File: config.mk
export PLATFORM = sky130hd
export DESIGN_NAME = stream_lanes_top
export DESIGN_NICKNAME = d
export VERILOG_FILES = /design/src/stream_pkg.sv /design/src/stream_lanes_top.sv /design/src/lane_gatherer.sv /design/src/lane_spreader.sv /design/src/stream_fifo.sv /design/src/stream_fifo_mem.sv
export SDC_FILE = /design/constraint.sdc
export NUM_CORES = 1
export LEC_CHECK = 0
export BUFFER_PORTS_ARGS = -buffer_cell sky130_fd_sc_hd__buf_2
export CAP_MARGIN = 20
export CORE_ASPECT_RATIO = 1.2
export CORE_MARGIN = 2
export CORE_UTILIZATION = 50
export DETAILED_ROUTE_END_ITERATION = 10
export GPL_TIMING_DRIVEN = 0
export PLACE_DENSITY = 0.64
export SKIP_CTS_REPAIR_TIMING = 1
export SYNTH_ARGS = -nofsm -noshare
export SYNTH_HDL_FRONTEND = slang
export SYNTH_SLANG_ARGS = --single-unit
File: constraint.sdc
create_clock -name clk_i -period 5.95 [get_ports clk_i]
set_input_delay 1.4875 -clock clk_i [delete_from_list [all_inputs] [get_ports clk_i]]
set_output_delay 1.4875 -clock clk_i [all_outputs]
set_load 0.005 [all_outputs]
File: src/stream_pkg.sv
package stream_pkg;

  //////////////////////////////////////////////////
  // stream geometry
  //////////////////////////////////////////////////

  // width of one data word.
  localparam int DATA_W = 32;

  // number of lane FIFOs behind the spreader.
  localparam int LANES = 4;

  // beats one lane can hold, output pipeline included.
  localparam int DEPTH = 8;

  // output registers behind the memory read port.
  localparam int PIPE_STAGES = 2;

  // address and counter widths follow from the depth.
  localparam int ADDR_W = $clog2(DEPTH);
  localparam int CNT_W  = ADDR_W + 1;

  // width of a lane number.
  localparam int LANE_W = $clog2(LANES);

  //////////////////////////////////////////////////
  // shared types
  //////////////////////////////////////////////////

  // one beat of the stream.
  typedef struct packed {
    logic [DATA_W-1:0] data;
    logic              last;
  } beat_t;

  // round-robin lane pointer.
  typedef logic [LANE_W-1:0] lane_idx_t;

  // occupancy count, wide enough to hold DEPTH itself.
  typedef logic [CNT_W-1:0] cnt_t;

endpackage
File: src/stream_lanes_top.sv
`timescale 1ns/1ns

module stream_lanes_top (
  input  logic              clk_i,
  input  logic              rst_i,

  input  logic              in_valid_i,
  input  stream_pkg::beat_t in_beat_i,
  output logic              in_ready_o,

  output logic              out_valid_o,
  output stream_pkg::beat_t out_beat_o,
  input  logic              out_ready_i
);

  // spreader side of the lanes.
  logic [stream_pkg::LANES-1:0] spr_valid;
  stream_pkg::beat_t            spr_beat;
  logic [stream_pkg::LANES-1:0] spr_ready;

  // gatherer side of the lanes.
  logic [stream_pkg::LANES-1:0] gat_valid;
  stream_pkg::beat_t            gat_beat [stream_pkg::LANES];
  logic [stream_pkg::LANES-1:0] gat_ready;

  //////////////////////////////////////////////////
  // input side
  //////////////////////////////////////////////////

  lane_spreader lane_spreader_i (
    .clk_i        (clk_i),
    .rst_i        (rst_i),
    .in_valid_i   (in_valid_i),
    .in_beat_i    (in_beat_i),
    .in_ready_o   (in_ready_o),
    .lane_valid_o (spr_valid),
    .lane_beat_o  (spr_beat),
    .lane_ready_i (spr_ready)
  );

  //////////////////////////////////////////////////
  // lane FIFOs
  //////////////////////////////////////////////////

  for (genvar l = 0; l < stream_pkg::LANES; l++) begin : g_lane
    stream_fifo lane_fifo_i (
      .clk_i       (clk_i),
      .rst_i       (rst_i),
      .in_valid_i  (spr_valid[l]),
      .in_beat_i   (spr_beat),
      .in_ready_o  (spr_ready[l]),
      .out_valid_o (gat_valid[l]),
      .out_beat_o  (gat_beat[l]),
      .out_ready_i (gat_ready[l])
    );
  end

  //////////////////////////////////////////////////
  // output side
  //////////////////////////////////////////////////

  lane_gatherer lane_gatherer_i (
    .clk_i        (clk_i),
    .rst_i        (rst_i),
    .lane_valid_i (gat_valid),
    .lane_beat_i  (gat_beat),
    .lane_ready_o (gat_ready),
    .out_valid_o  (out_valid_o),
    .out_beat_o   (out_beat_o),
    .out_ready_i  (out_ready_i)
  );

endmodule

File: src/lane_gatherer.sv
`timescale 1ns/1ns

module lane_gatherer (
  input  logic                         clk_i,
  input  logic                         rst_i,

  input  logic [stream_pkg::LANES-1:0] lane_valid_i,
  input  stream_pkg::beat_t            lane_beat_i [stream_pkg::LANES],
  output logic [stream_pkg::LANES-1:0] lane_ready_o,

  output logic                         out_valid_o,
  output stream_pkg::beat_t            out_beat_o,
  input  logic                         out_ready_i
);

  // lane that supplies the next output beat.
  stream_pkg::lane_idx_t rd_lane_q;

  logic fire;

  //////////////////////////////////////////////////
  // selection
  //////////////////////////////////////////////////

  // the output waits on the selected lane even if others hold data.
  // that keeps the beats in input order.
  assign out_valid_o = lane_valid_i[rd_lane_q];
  assign out_beat_o  = lane_beat_i[rd_lane_q];

  always_comb begin
    lane_ready_o            = '0;
    lane_ready_o[rd_lane_q] = out_ready_i;
  end

  assign fire = out_valid_o && out_ready_i;

  //////////////////////////////////////////////////
  // round-robin pointer
  //////////////////////////////////////////////////

  always_ff @(posedge clk_i) begin
    if (rst_i) begin
      rd_lane_q <= '0;
    end else if (fire) begin
      if (rd_lane_q == stream_pkg::lane_idx_t'(stream_pkg::LANES - 1)) begin
        rd_lane_q <= '0;
      end else begin
        rd_lane_q <= rd_lane_q + 1'b1;
      end
    end
  end

  //////////////////////////////////////////////////
  // assertions
  //////////////////////////////////////////////////

  // an offered beat stays on the output until it is taken, so neither
  // the pointer nor the selected lane may move it away while stalled.
  assert property (@(posedge clk_i) disable iff (rst_i)
    (out_valid_o && !out_ready_i) |=> (out_valid_o && $stable(out_beat_o)))
    else $error("output beat changed while stalled");

endmodule

File: src/lane_spreader.sv
`timescale 1ns/1ns

module lane_spreader (
  input  logic                         clk_i,
  input  logic                         rst_i,

  input  logic                         in_valid_i,
  input  stream_pkg::beat_t            in_beat_i,
  output logic                         in_ready_o,

  output logic [stream_pkg::LANES-1:0] lane_valid_o,
  output stream_pkg::beat_t            lane_beat_o,
  input  logic [stream_pkg::LANES-1:0] lane_ready_i
);

  // lane that takes the next input beat.
  stream_pkg::lane_idx_t wr_lane_q;

  logic fire;

  //////////////////////////////////////////////////
  // routing
  //////////////////////////////////////////////////

  // the beat goes to every lane, but only the selected lane sees valid.
  assign lane_beat_o = in_beat_i;

  always_comb begin
    lane_valid_o            = '0;
    lane_valid_o[wr_lane_q] = in_valid_i;
  end

  // the input stalls exactly when the selected lane is full.
  assign in_ready_o = lane_ready_i[wr_lane_q];

  assign fire = in_valid_i && in_ready_o;

  //////////////////////////////////////////////////
  // round-robin pointer
  //////////////////////////////////////////////////

  always_ff @(posedge clk_i) begin
    if (rst_i) begin
      wr_lane_q <= '0;
    end else if (fire) begin
      if (wr_lane_q == stream_pkg::lane_idx_t'(stream_pkg::LANES - 1)) begin
        wr_lane_q <= '0;
      end else begin
        wr_lane_q <= wr_lane_q + 1'b1;
      end
    end
  end

  //////////////////////////////////////////////////
  // assertions
  //////////////////////////////////////////////////

  // a lane runs full only by taking a beat from the spreader, so a
  // drop in its ready without a transfer there means lost order.
  for (genvar l = 0; l < stream_pkg::LANES; l++) begin : g_ready_chk
    assert property (@(posedge clk_i) disable iff (rst_i)
      $fell(lane_ready_i[l]) |-> $past(lane_valid_o[l] && lane_ready_i[l]))
      else $error("lane stopped taking beats without a transfer");
  end

endmodule

File: src/stream_fifo.sv
`timescale 1ns/1ns

module stream_fifo (
  input  logic              clk_i,
  input  logic              rst_i,

  input  logic              in_valid_i,
  input  stream_pkg::beat_t in_beat_i,
  output logic              in_ready_o,

  output logic              out_valid_o,
  output stream_pkg::beat_t out_beat_o,
  input  logic              out_ready_i
);

  logic [stream_pkg::ADDR_W-1:0]      w_ptr_q;
  logic [stream_pkg::ADDR_W-1:0]      r_ptr_q;
  stream_pkg::cnt_t                   cnt_q;
  logic [stream_pkg::PIPE_STAGES-1:0] valid_q;

  stream_pkg::cnt_t                   pipe_cnt;
  stream_pkg::cnt_t                   mem_cnt;
  logic [stream_pkg::PIPE_STAGES-1:0] shift;
  logic                               push;
  logic                               pop;
  logic                               r_en;

  //////////////////////////////////////////////////
  // handshake
  //////////////////////////////////////////////////

  // occupancy counts words in memory and in the pipeline together.
  assign in_ready_o  = cnt_q < stream_pkg::cnt_t'(stream_pkg::DEPTH);
  assign out_valid_o = valid_q[stream_pkg::PIPE_STAGES-1];

  assign push = in_valid_i && in_ready_o;
  assign pop  = out_valid_o && out_ready_i;

  //////////////////////////////////////////////////
  // pipeline control
  //////////////////////////////////////////////////

  // a stage may advance when the output is taken or when any stage at
  // or after it is empty. walking from the output backwards keeps a
  // running flag of bubbles seen so far.
  always_comb begin
    logic bubble_seen;
    bubble_seen = 1'b0;
    for (int j = stream_pkg::PIPE_STAGES - 1; j >= 0; j--) begin
      bubble_seen = bubble_seen | ~valid_q[j];
      shift[j]    = out_ready_i | bubble_seen;
    end
  end

  // words still in memory are the occupancy minus the full stages.
  always_comb begin
    pipe_cnt = '0;
    for (int j = 0; j < stream_pkg::PIPE_STAGES; j++) begin
      pipe_cnt = pipe_cnt + stream_pkg::cnt_t'(valid_q[j]);
    end
    mem_cnt = cnt_q - pipe_cnt;
  end

  // read as soon as stage 0 can take the word.
  assign r_en = (mem_cnt != '0) && shift[0];

  //////////////////////////////////////////////////
  // state
  //////////////////////////////////////////////////

  always_ff @(posedge clk_i) begin
    if (rst_i) begin
      w_ptr_q <= '0;
      r_ptr_q <= '0;
      cnt_q   <= '0;
      valid_q <= '0;
    end else begin
      if (push) begin
        w_ptr_q <= w_ptr_q + 1'b1;
      end
      if (r_en) begin
        r_ptr_q <= r_ptr_q + 1'b1;
      end
      cnt_q <= cnt_q + stream_pkg::cnt_t'(push) - stream_pkg::cnt_t'(pop);
      for (int j = stream_pkg::PIPE_STAGES - 1; j > 0; j--) begin
        if (shift[j]) begin
          valid_q[j] <= valid_q[j-1];
        end
      end
      if (shift[0]) begin
        valid_q[0] <= r_en;
      end
    end
  end

  stream_fifo_mem fifo_mem_i (
    .clk_i    (clk_i),
    .w_en_i   (push),
    .w_addr_i (w_ptr_q),
    .w_beat_i (in_beat_i),
    .r_en_i   (r_en),
    .r_addr_i (r_ptr_q),
    .shift_i  (shift),
    .r_beat_o (out_beat_o)
  );

  //////////////////////////////////////////////////
  // assertions
  //////////////////////////////////////////////////

  // the memory must never be written over a word it still holds.
  // equal pointers mean an empty or a full memory, and only empty is safe.
  assert property (@(posedge clk_i) disable iff (rst_i)
    push |-> ((w_ptr_q != r_ptr_q) || (mem_cnt == '0)))
    else $error("write into a full lane");

  // a stalled output word must hold in the memory pipeline.
  assert property (@(posedge clk_i) disable iff (rst_i)
    (out_valid_o && !out_ready_i) |=> (out_valid_o && $stable(out_beat_o)))
    else $error("lane output changed while stalled");

  assert property (@(posedge clk_i) disable iff (rst_i)
    cnt_q <= stream_pkg::cnt_t'(stream_pkg::DEPTH))
    else $error("lane occupancy above depth");

endmodule

File: src/stream_fifo_mem.sv
`timescale 1ns/1ns

module stream_fifo_mem (
  input  logic                          clk_i,

  input  logic                          w_en_i,
  input  logic [stream_pkg::ADDR_W-1:0] w_addr_i,
  input  stream_pkg::beat_t             w_beat_i,

  input  logic                          r_en_i,
  input  logic [stream_pkg::ADDR_W-1:0] r_addr_i,

  input  logic [stream_pkg::PIPE_STAGES-1:0] shift_i,
  output stream_pkg::beat_t             r_beat_o
);

  //////////////////////////////////////////////////
  // storage
  //////////////////////////////////////////////////

  // words wait here between their write and their read.
  stream_pkg::beat_t mem_q [stream_pkg::DEPTH];

  // output pipeline; stage 0 is fed by the read port and the
  // last stage drives the lane output.
  stream_pkg::beat_t pipe_q [stream_pkg::PIPE_STAGES];

  //////////////////////////////////////////////////
  // write port
  //////////////////////////////////////////////////

  always_ff @(posedge clk_i) begin
    if (w_en_i) begin
      mem_q[w_addr_i] <= w_beat_i;
    end
  end

  //////////////////////////////////////////////////
  // read port and output pipeline
  //////////////////////////////////////////////////

  // a read lands in stage 0 when that stage is free to take it.
  always_ff @(posedge clk_i) begin
    if (r_en_i && shift_i[0]) begin
      pipe_q[0] <= mem_q[r_addr_i];
    end
  end

  // later stages copy their predecessor when their shift bit is set.
  // a stage shifts when the output is taken or a bubble sits at or
  // after it, so words close up behind a stalled output.
  always_ff @(posedge clk_i) begin
    for (int j = stream_pkg::PIPE_STAGES - 1; j > 0; j--) begin
      if (shift_i[j]) begin
        pipe_q[j] <= pipe_q[j-1];
      end
    end
  end

  // only the last stage is visible outside.
  assign r_beat_o = pipe_q[stream_pkg::PIPE_STAGES-1];

endmodule

**After elaboration in Yosys (flattened, before gate mapping)**

Memories as Yosys holds them, arrays and structs flattened. A register that Yosys moved wholly into a read port is not among the register bits.
Cells that the tools add are included.

- Bits in writable memories: 1320
- Register bits after elaboration: 52
- Memories kept: 8
- Output and inout port bits: 35
- Bits of input ports: 37
- Logic and storage cells: 159

- Bitwise operators: 23
- $add $sub $neg: 26
- Multiplexer cells: 45
- Reduce and logical (&&, ||, !) cells: 24
- Eq/ne operators: 2
- Magnitude comparators: 9

Memory list:

| memory | words | bits a word | rd ports | clocked after Yosys merged registers in | write ports | RTL line | text |
|---|---|---|---|---|---|---|---|
| g_lane[0].lane_fifo_i.fifo_mem_i.mem_q | 8 | 33 | 1 | 1 | 1 | stream_fifo_mem.sv:22 | `stream_pkg::beat_t mem_q [stream_pkg::DEPTH];` |
| g_lane[1].lane_fifo_i.fifo_mem_i.mem_q | 8 | 33 | 1 | 1 | 1 | stream_fifo_mem.sv:22 |  |
| g_lane[2].lane_fifo_i.fifo_mem_i.mem_q | 8 | 33 | 1 | 1 | 1 | stream_fifo_mem.sv:22 |  |
| g_lane[3].lane_fifo_i.fifo_mem_i.mem_q | 8 | 33 | 1 | 1 | 1 | stream_fifo_mem.sv:22 |  |
| g_lane[0].lane_fifo_i.fifo_mem_i.pipe_q | 2 | 33 | 2 | 0 | 2 | stream_fifo_mem.sv:26 | `stream_pkg::beat_t pipe_q [stream_pkg::PIPE_STAGES];` |
| g_lane[1].lane_fifo_i.fifo_mem_i.pipe_q | 2 | 33 | 2 | 0 | 2 | stream_fifo_mem.sv:26 |  |
| +2 memories | -- | -- | -- | -- | -- | -- |  |

Operators by type and width:

| operator | number |
|---|---|
| binary-select mux 33 bit (select 2 bit) | 1 |
| 2-to-1 mux 33 bit | 2 |
| 2-to-1 mux 1 bit | 28 |
| adder 3 x 1 -> 3 bit (second input constant) | 8 |
| 2-to-1 mux 3 bit | 8 |
| logical AND 1 bit | 20 |
| adder 4 x 1 -> 4 bit | 4 |
| < comparator 4 bit (second input constant) | 4 |
| nonzero test 4 bit | 4 |
| subtractor 4 x 1 -> 4 bit | 4 |
| subtractor 4 bit | 4 |
| OR 1 bit | 12 |
| adder 1 x 1 -> 2 bit | 4 |
| AND 4 bit | 2 |
| inverter 1 bit | 8 |
| < comparator 2 x 3 -> 1 bit (second input constant) | 2 |
| adder 2 x 1 -> 2 bit (second input constant) | 2 |
| binary-select mux 1 bit (select 2 bit) | 2 |
| demux 1 bit (select 2 bit) | 2 |
| == test 2 bit (second input constant) | 2 |
| greater-or-equal comparator 2 x 1 -> 1 bit (second input constant) | 2 |
| 2-to-1 mux 2 bit | 2 |
| greater-or-equal comparator 3 bit (second input constant) | 1 |
| inverter 2 -> 3 bit | 1 |

**Depth between registers and ports, before layout**

- Depth after elaboration: 10
- Mapped depth: 12
- Mapped depth without buffers: 10

**Cells and area by module**

A second synthesis with hierarchy kept.

- Cells, all modules: 2422
- Area total of the unflattened synthesis: 53311.1 um^2

Modules (own cells, without submodules):

| module | instances | cells each | sequential area each (um^2) | area each (um^2) |
|---|---|---|---|---|
| stream_fifo_mem | 4 | 494 | 9909.5 | 12215.5 |
| stream_fifo | 4 | 80 | 240.2 | 735.7 |
| lane_gatherer | 1 | 67 | 40.0 | 1034.7 |
| lane_spreader | 1 | 59 | 40.0 | 471.7 |

**Worst setup path after synthesis**

Ideal clock, no wire load.

- Path type: input port to flip-flop
- Start point: in in_valid_i
- End point: mem g_lane[0].lane_fifo_i.fifo_mem_i.mem_q[0][0] (netlist name) (enable)
- Stages: 4
- Path buffers: 1
- Setup slack: 1230 ps
- Arrival: 4256 ps
- Setup time: 464 ps
- Data required time: 5486 ps
- Cell sequence: and3b_1 clkbuf_1 nand2b_1 nor3_1

- Cells in the longest elaborated chain, start to end: 4

RTL lines:

| what | RTL line | text |
|---|---|---|
| start, declared | stream_lanes_top.sv:7 | `input logic in_valid_i,` |
| AND 4 bit (no source line) | -- |  |
| logical AND 1 bit | stream_fifo.sv:36 | `assign push = in_valid_i && in_ready_o;` |
| named net g_lane[0].lane_fifo_i.fifo_mem_i.w_en_i | stream_fifo_mem.sv:6 | `input logic w_en_i,` |
| 2-to-1 mux 1 bit | stream_fifo_mem.sv:33 | `if (w_en_i) begin` |
| 2-to-1 mux 1 bit (not written as such) | stream_fifo_mem.sv:34 | `mem_q[w_addr_i] <= w_beat_i;` |
| end, declared | stream_fifo_mem.sv:22 |  |

The timed path passes the listed nets, and every way through them passes these cells.

**Final worst setup path**

- Start point: reg lane_gatherer_i.rd_lane_q[1]
- End point: out out_valid_o

- Cells in the longest elaborated chain, start to end: 2

RTL lines:

| what | RTL line | text |
|---|---|---|
| start, declared | lane_gatherer.sv:17 | `stream_pkg::lane_idx_t rd_lane_q;` |
| start signal, assigned | lane_gatherer.sv:48 | `rd_lane_q <= rd_lane_q + 1'b1;` |
| binary-select mux 1 bit (select 2 bit) | lane_gatherer.sv:27 | `assign out_valid_o = lane_valid_i[rd_lane_q];` |
| 2-to-1 mux 1 bit (not written as such) | lane_gatherer.sv:27 |  |
| end, declared | stream_lanes_top.sv:11 | `output logic out_valid_o,` |

Every way passes these cells. The select of a mux whose other input is x is not followed.

==> metrics <==
CP startpoint kind=register; layout cells sized above 1=30.91%; Die ar.=approximately 0.11 mm2; grt ovf=0; Synthesized Nets=2,374; post-synth top area cell=edfxtp_1; row cnt=129; clk buf depth=3; first-iteration detailed-routing DRC count=between 2,000 and 2,500; Final HPWL DP=69,890 um; Yosys reg bits=1,384; Final Skew=~28 ps; initial antenna violation count=11; status=completed; share of async-settable or async-resettable flops after synthesis=0%; final slew viol count=0; Post-synth EDFFs=1,320; post-route cell area=0.05987 mm2; leading register cell type out of synthesis=edfxtp_1; unique cell type count in the Yosys netlist=40; Synth area leaders=edfxtp_1, mux4_2, mux2_2; highest clock rate=0.2363 GHz; P_leak=0.01929 uW; wire per inst=26.77 um; Worst-Margin Slew=903.3 ps; Post-Syn Area=between 0.05 and 0.06 mm2; most common cell after layout, fill and taps aside=edfxtp_1; Root Driver=clkbuf_16; Max H-tree Level=4; crit share post-route=71.13%; most frequent cells in the layout=edfxtp_1, mux4_2, clkbuf_16; vias=23,319; Max VDD drop=0.3596 mV; Arr. time, crit path=2740 ps; DR DRC count=0; Core Util, Final=57.96%; CTS clk-pin slew, worst paths=~60 ps; largest net degree at the start of global routing=34; crit path max fanout=10; vias in the first global route=24,546; cells after synthesis=2,289; first-pass GRT wire length=159,900 um; CP endpoint kind=output port; iteration count of the initial detailed-routing pass=5; total CTS buffers=133; unrepaired setup endpoints after global routing=false; final setup TNS=0 ps; Nets=2,634; Setup crit start=lane_gatherer_i.rd_lane_q[1]; Die Y=357.9 um; initial core utilization=50.53%; Worst slew margin=approximately 40%; WS Path Type=register to output port; sequential fraction of the synthesis area=between 70% and 80%; Max Cap Viol=0; core box area=a little over 0.1 mm2; Sink Count=1,384; Port Buffer Count=70; Syn. warnings=0; final setup fails=0; R2R Path Start=lane_gatherer_i.rd_lane_q[1]; CTS tree=done; hold_ws=401.7 ps; clock latency on the worst-skew pair=around 750 ps; Final min period=around 4200 ps; Final Power=around 28,000 uW; placer congestion estimate=0.8032; GRT Util Overall=20.56%; post-synth top area share=75.94%; Filler cells=7,331; final count of hold timing violations=0; Die W=298.9 um; I/O Pins=72; WP data required=around 4500 ps; Hold Path Class=register to register; Area Growth Syn to Fin=14.70%; post-DR vias/cell=5.786; Post-Syn Area per Cell=around 23 um2; routed wire length=around 110,000 um; pwr dens=464.4 mW/mm2; startpoint of the lowest-slack hold path=g_lane[1].lane_fifo_i.fifo_mem_i.pipe_q[0][19]; placed cell areas=0.05542 mm2; remaining antenna violation count=0
==> state kept, by name, summed over array words and instances (netlist names), named ones only <==
register,count
g_lane.lane_fifo_i.fifo_mem_i.pipe_q,264
g_lane.lane_fifo_i.r_ptr_q,12
lane_spreader_i.wr_lane_q,2
g_lane.lane_fifo_i.w_ptr_q,12
g_lane.lane_fifo_i.cnt_q,16
lane_gatherer_i.rd_lane_q,2
g_lane.lane_fifo_i.fifo_mem_i.mem_q,1056
g_lane.lane_fifo_i.valid_q,8
==> cell usage after synthesis, types with 5 or more instances <==
library cell and n:
a21oi_1 21, a31oi_1 8, a32oi_1 12, and3_1 5, and3b_1 6, buf_1 9
buf_2 29, buf_6 16, clkbuf_1 38, dfxtp_1 64, edfxtp_1 1320, ha_1 44
inv_1 39, mux2_2 134, mux4_1 22, mux4_2 275, nand2_1 54, nand2b_1 15
nor2_1 63, nor2b_1 21, nor3_1 14, nor3b_1 5, xnor2_1 12, xor2_1 12
==> power by group <==
| group | total (uW) | internal [uW] | switching (uW) |
|---|---|---|---|
| Combinational | 6010 | 2800 | 3210 |
| Clock | 8590 | 5100 | 3490 |
| Sequential | 13200 | 12600 | 626 |
==> cell families (layout without fill, tap and decap cells) <==
kind of cell / count (synthesis) / after routing / synth area share, %
buffers and inverters: 135 / 499 / 1.357
DFF: 1384 / 1384 / 78.40
muxes: 435 / 435 / 15.94
xor gates and xnor gates: 24 / 24 / 0.4027
and+or+nand+nor: 191 / 191 / 1.736
AOI/OAI and AO/OA: 72 / 72 / 0.9589
other: 0 / 2 / 0
adders and majority gates: 48 / 48 / 1.208
==> worst paths after layout <==
kind | to | slack [ps] | cells past startpoint
worst min-delay path | g_lane[1].lane_fifo_i.fifo_mem_i.pipe_q[0][52] | 400 | 0
worst min register to register | g_lane[1].lane_fifo_i.fifo_mem_i.pipe_q[0][52] | 400 | 0
worst max-delay path | out_valid_o | 1720 | 5
worst max register to register | g_lane[0].lane_fifo_i.cnt_q[2] | 2800 | 12
==> layout make-up <==
cell class	count	area, um2	area share, %
Sequential cell	1384	40920	68.35
Multi-Input combinational cell	770	10840	18.11
Clock buffer	163	3578	5.977
Tap cell	1375	1720	2.874
Timing Repair Buffer	125	1231	2.056
Clock inverter	76	863.3	1.442
Buffer	96	561.8	0.9384
Inverter	39	146.4	0.2445
Antenna cell	2	5.005	0.008360
==> routing by layer <==
layer / global-route usage (%) / up-vias / wire length, um
met5: 0 / - / 14
met4: 6.520 / 4 / 3086
met3: 3.774 / 190 / 5404
met2: 33.66 / 656 / 53280
met1: 28.37 / 12456 / 46090
li1: - / 10013 / -
==> worst max-delay path: stages (launching register included) <==
cell and delay, ps:
dfxtp_1 410, buf_2 350, buf_1 470, nor2_1 110
a21oi_1 440, buf_2 220
==> metrics by stage <==
stage	cells	setup WS [ps]
2_1_floorplan	2289	1230
3_3_place_gp	3734	-1482
3_5_place_dp	3789	1998
4_1_cts	4028	1586
5_1_grt	4029	1564
6_report	4030	1718
Power figures use the tool's default switching activity.
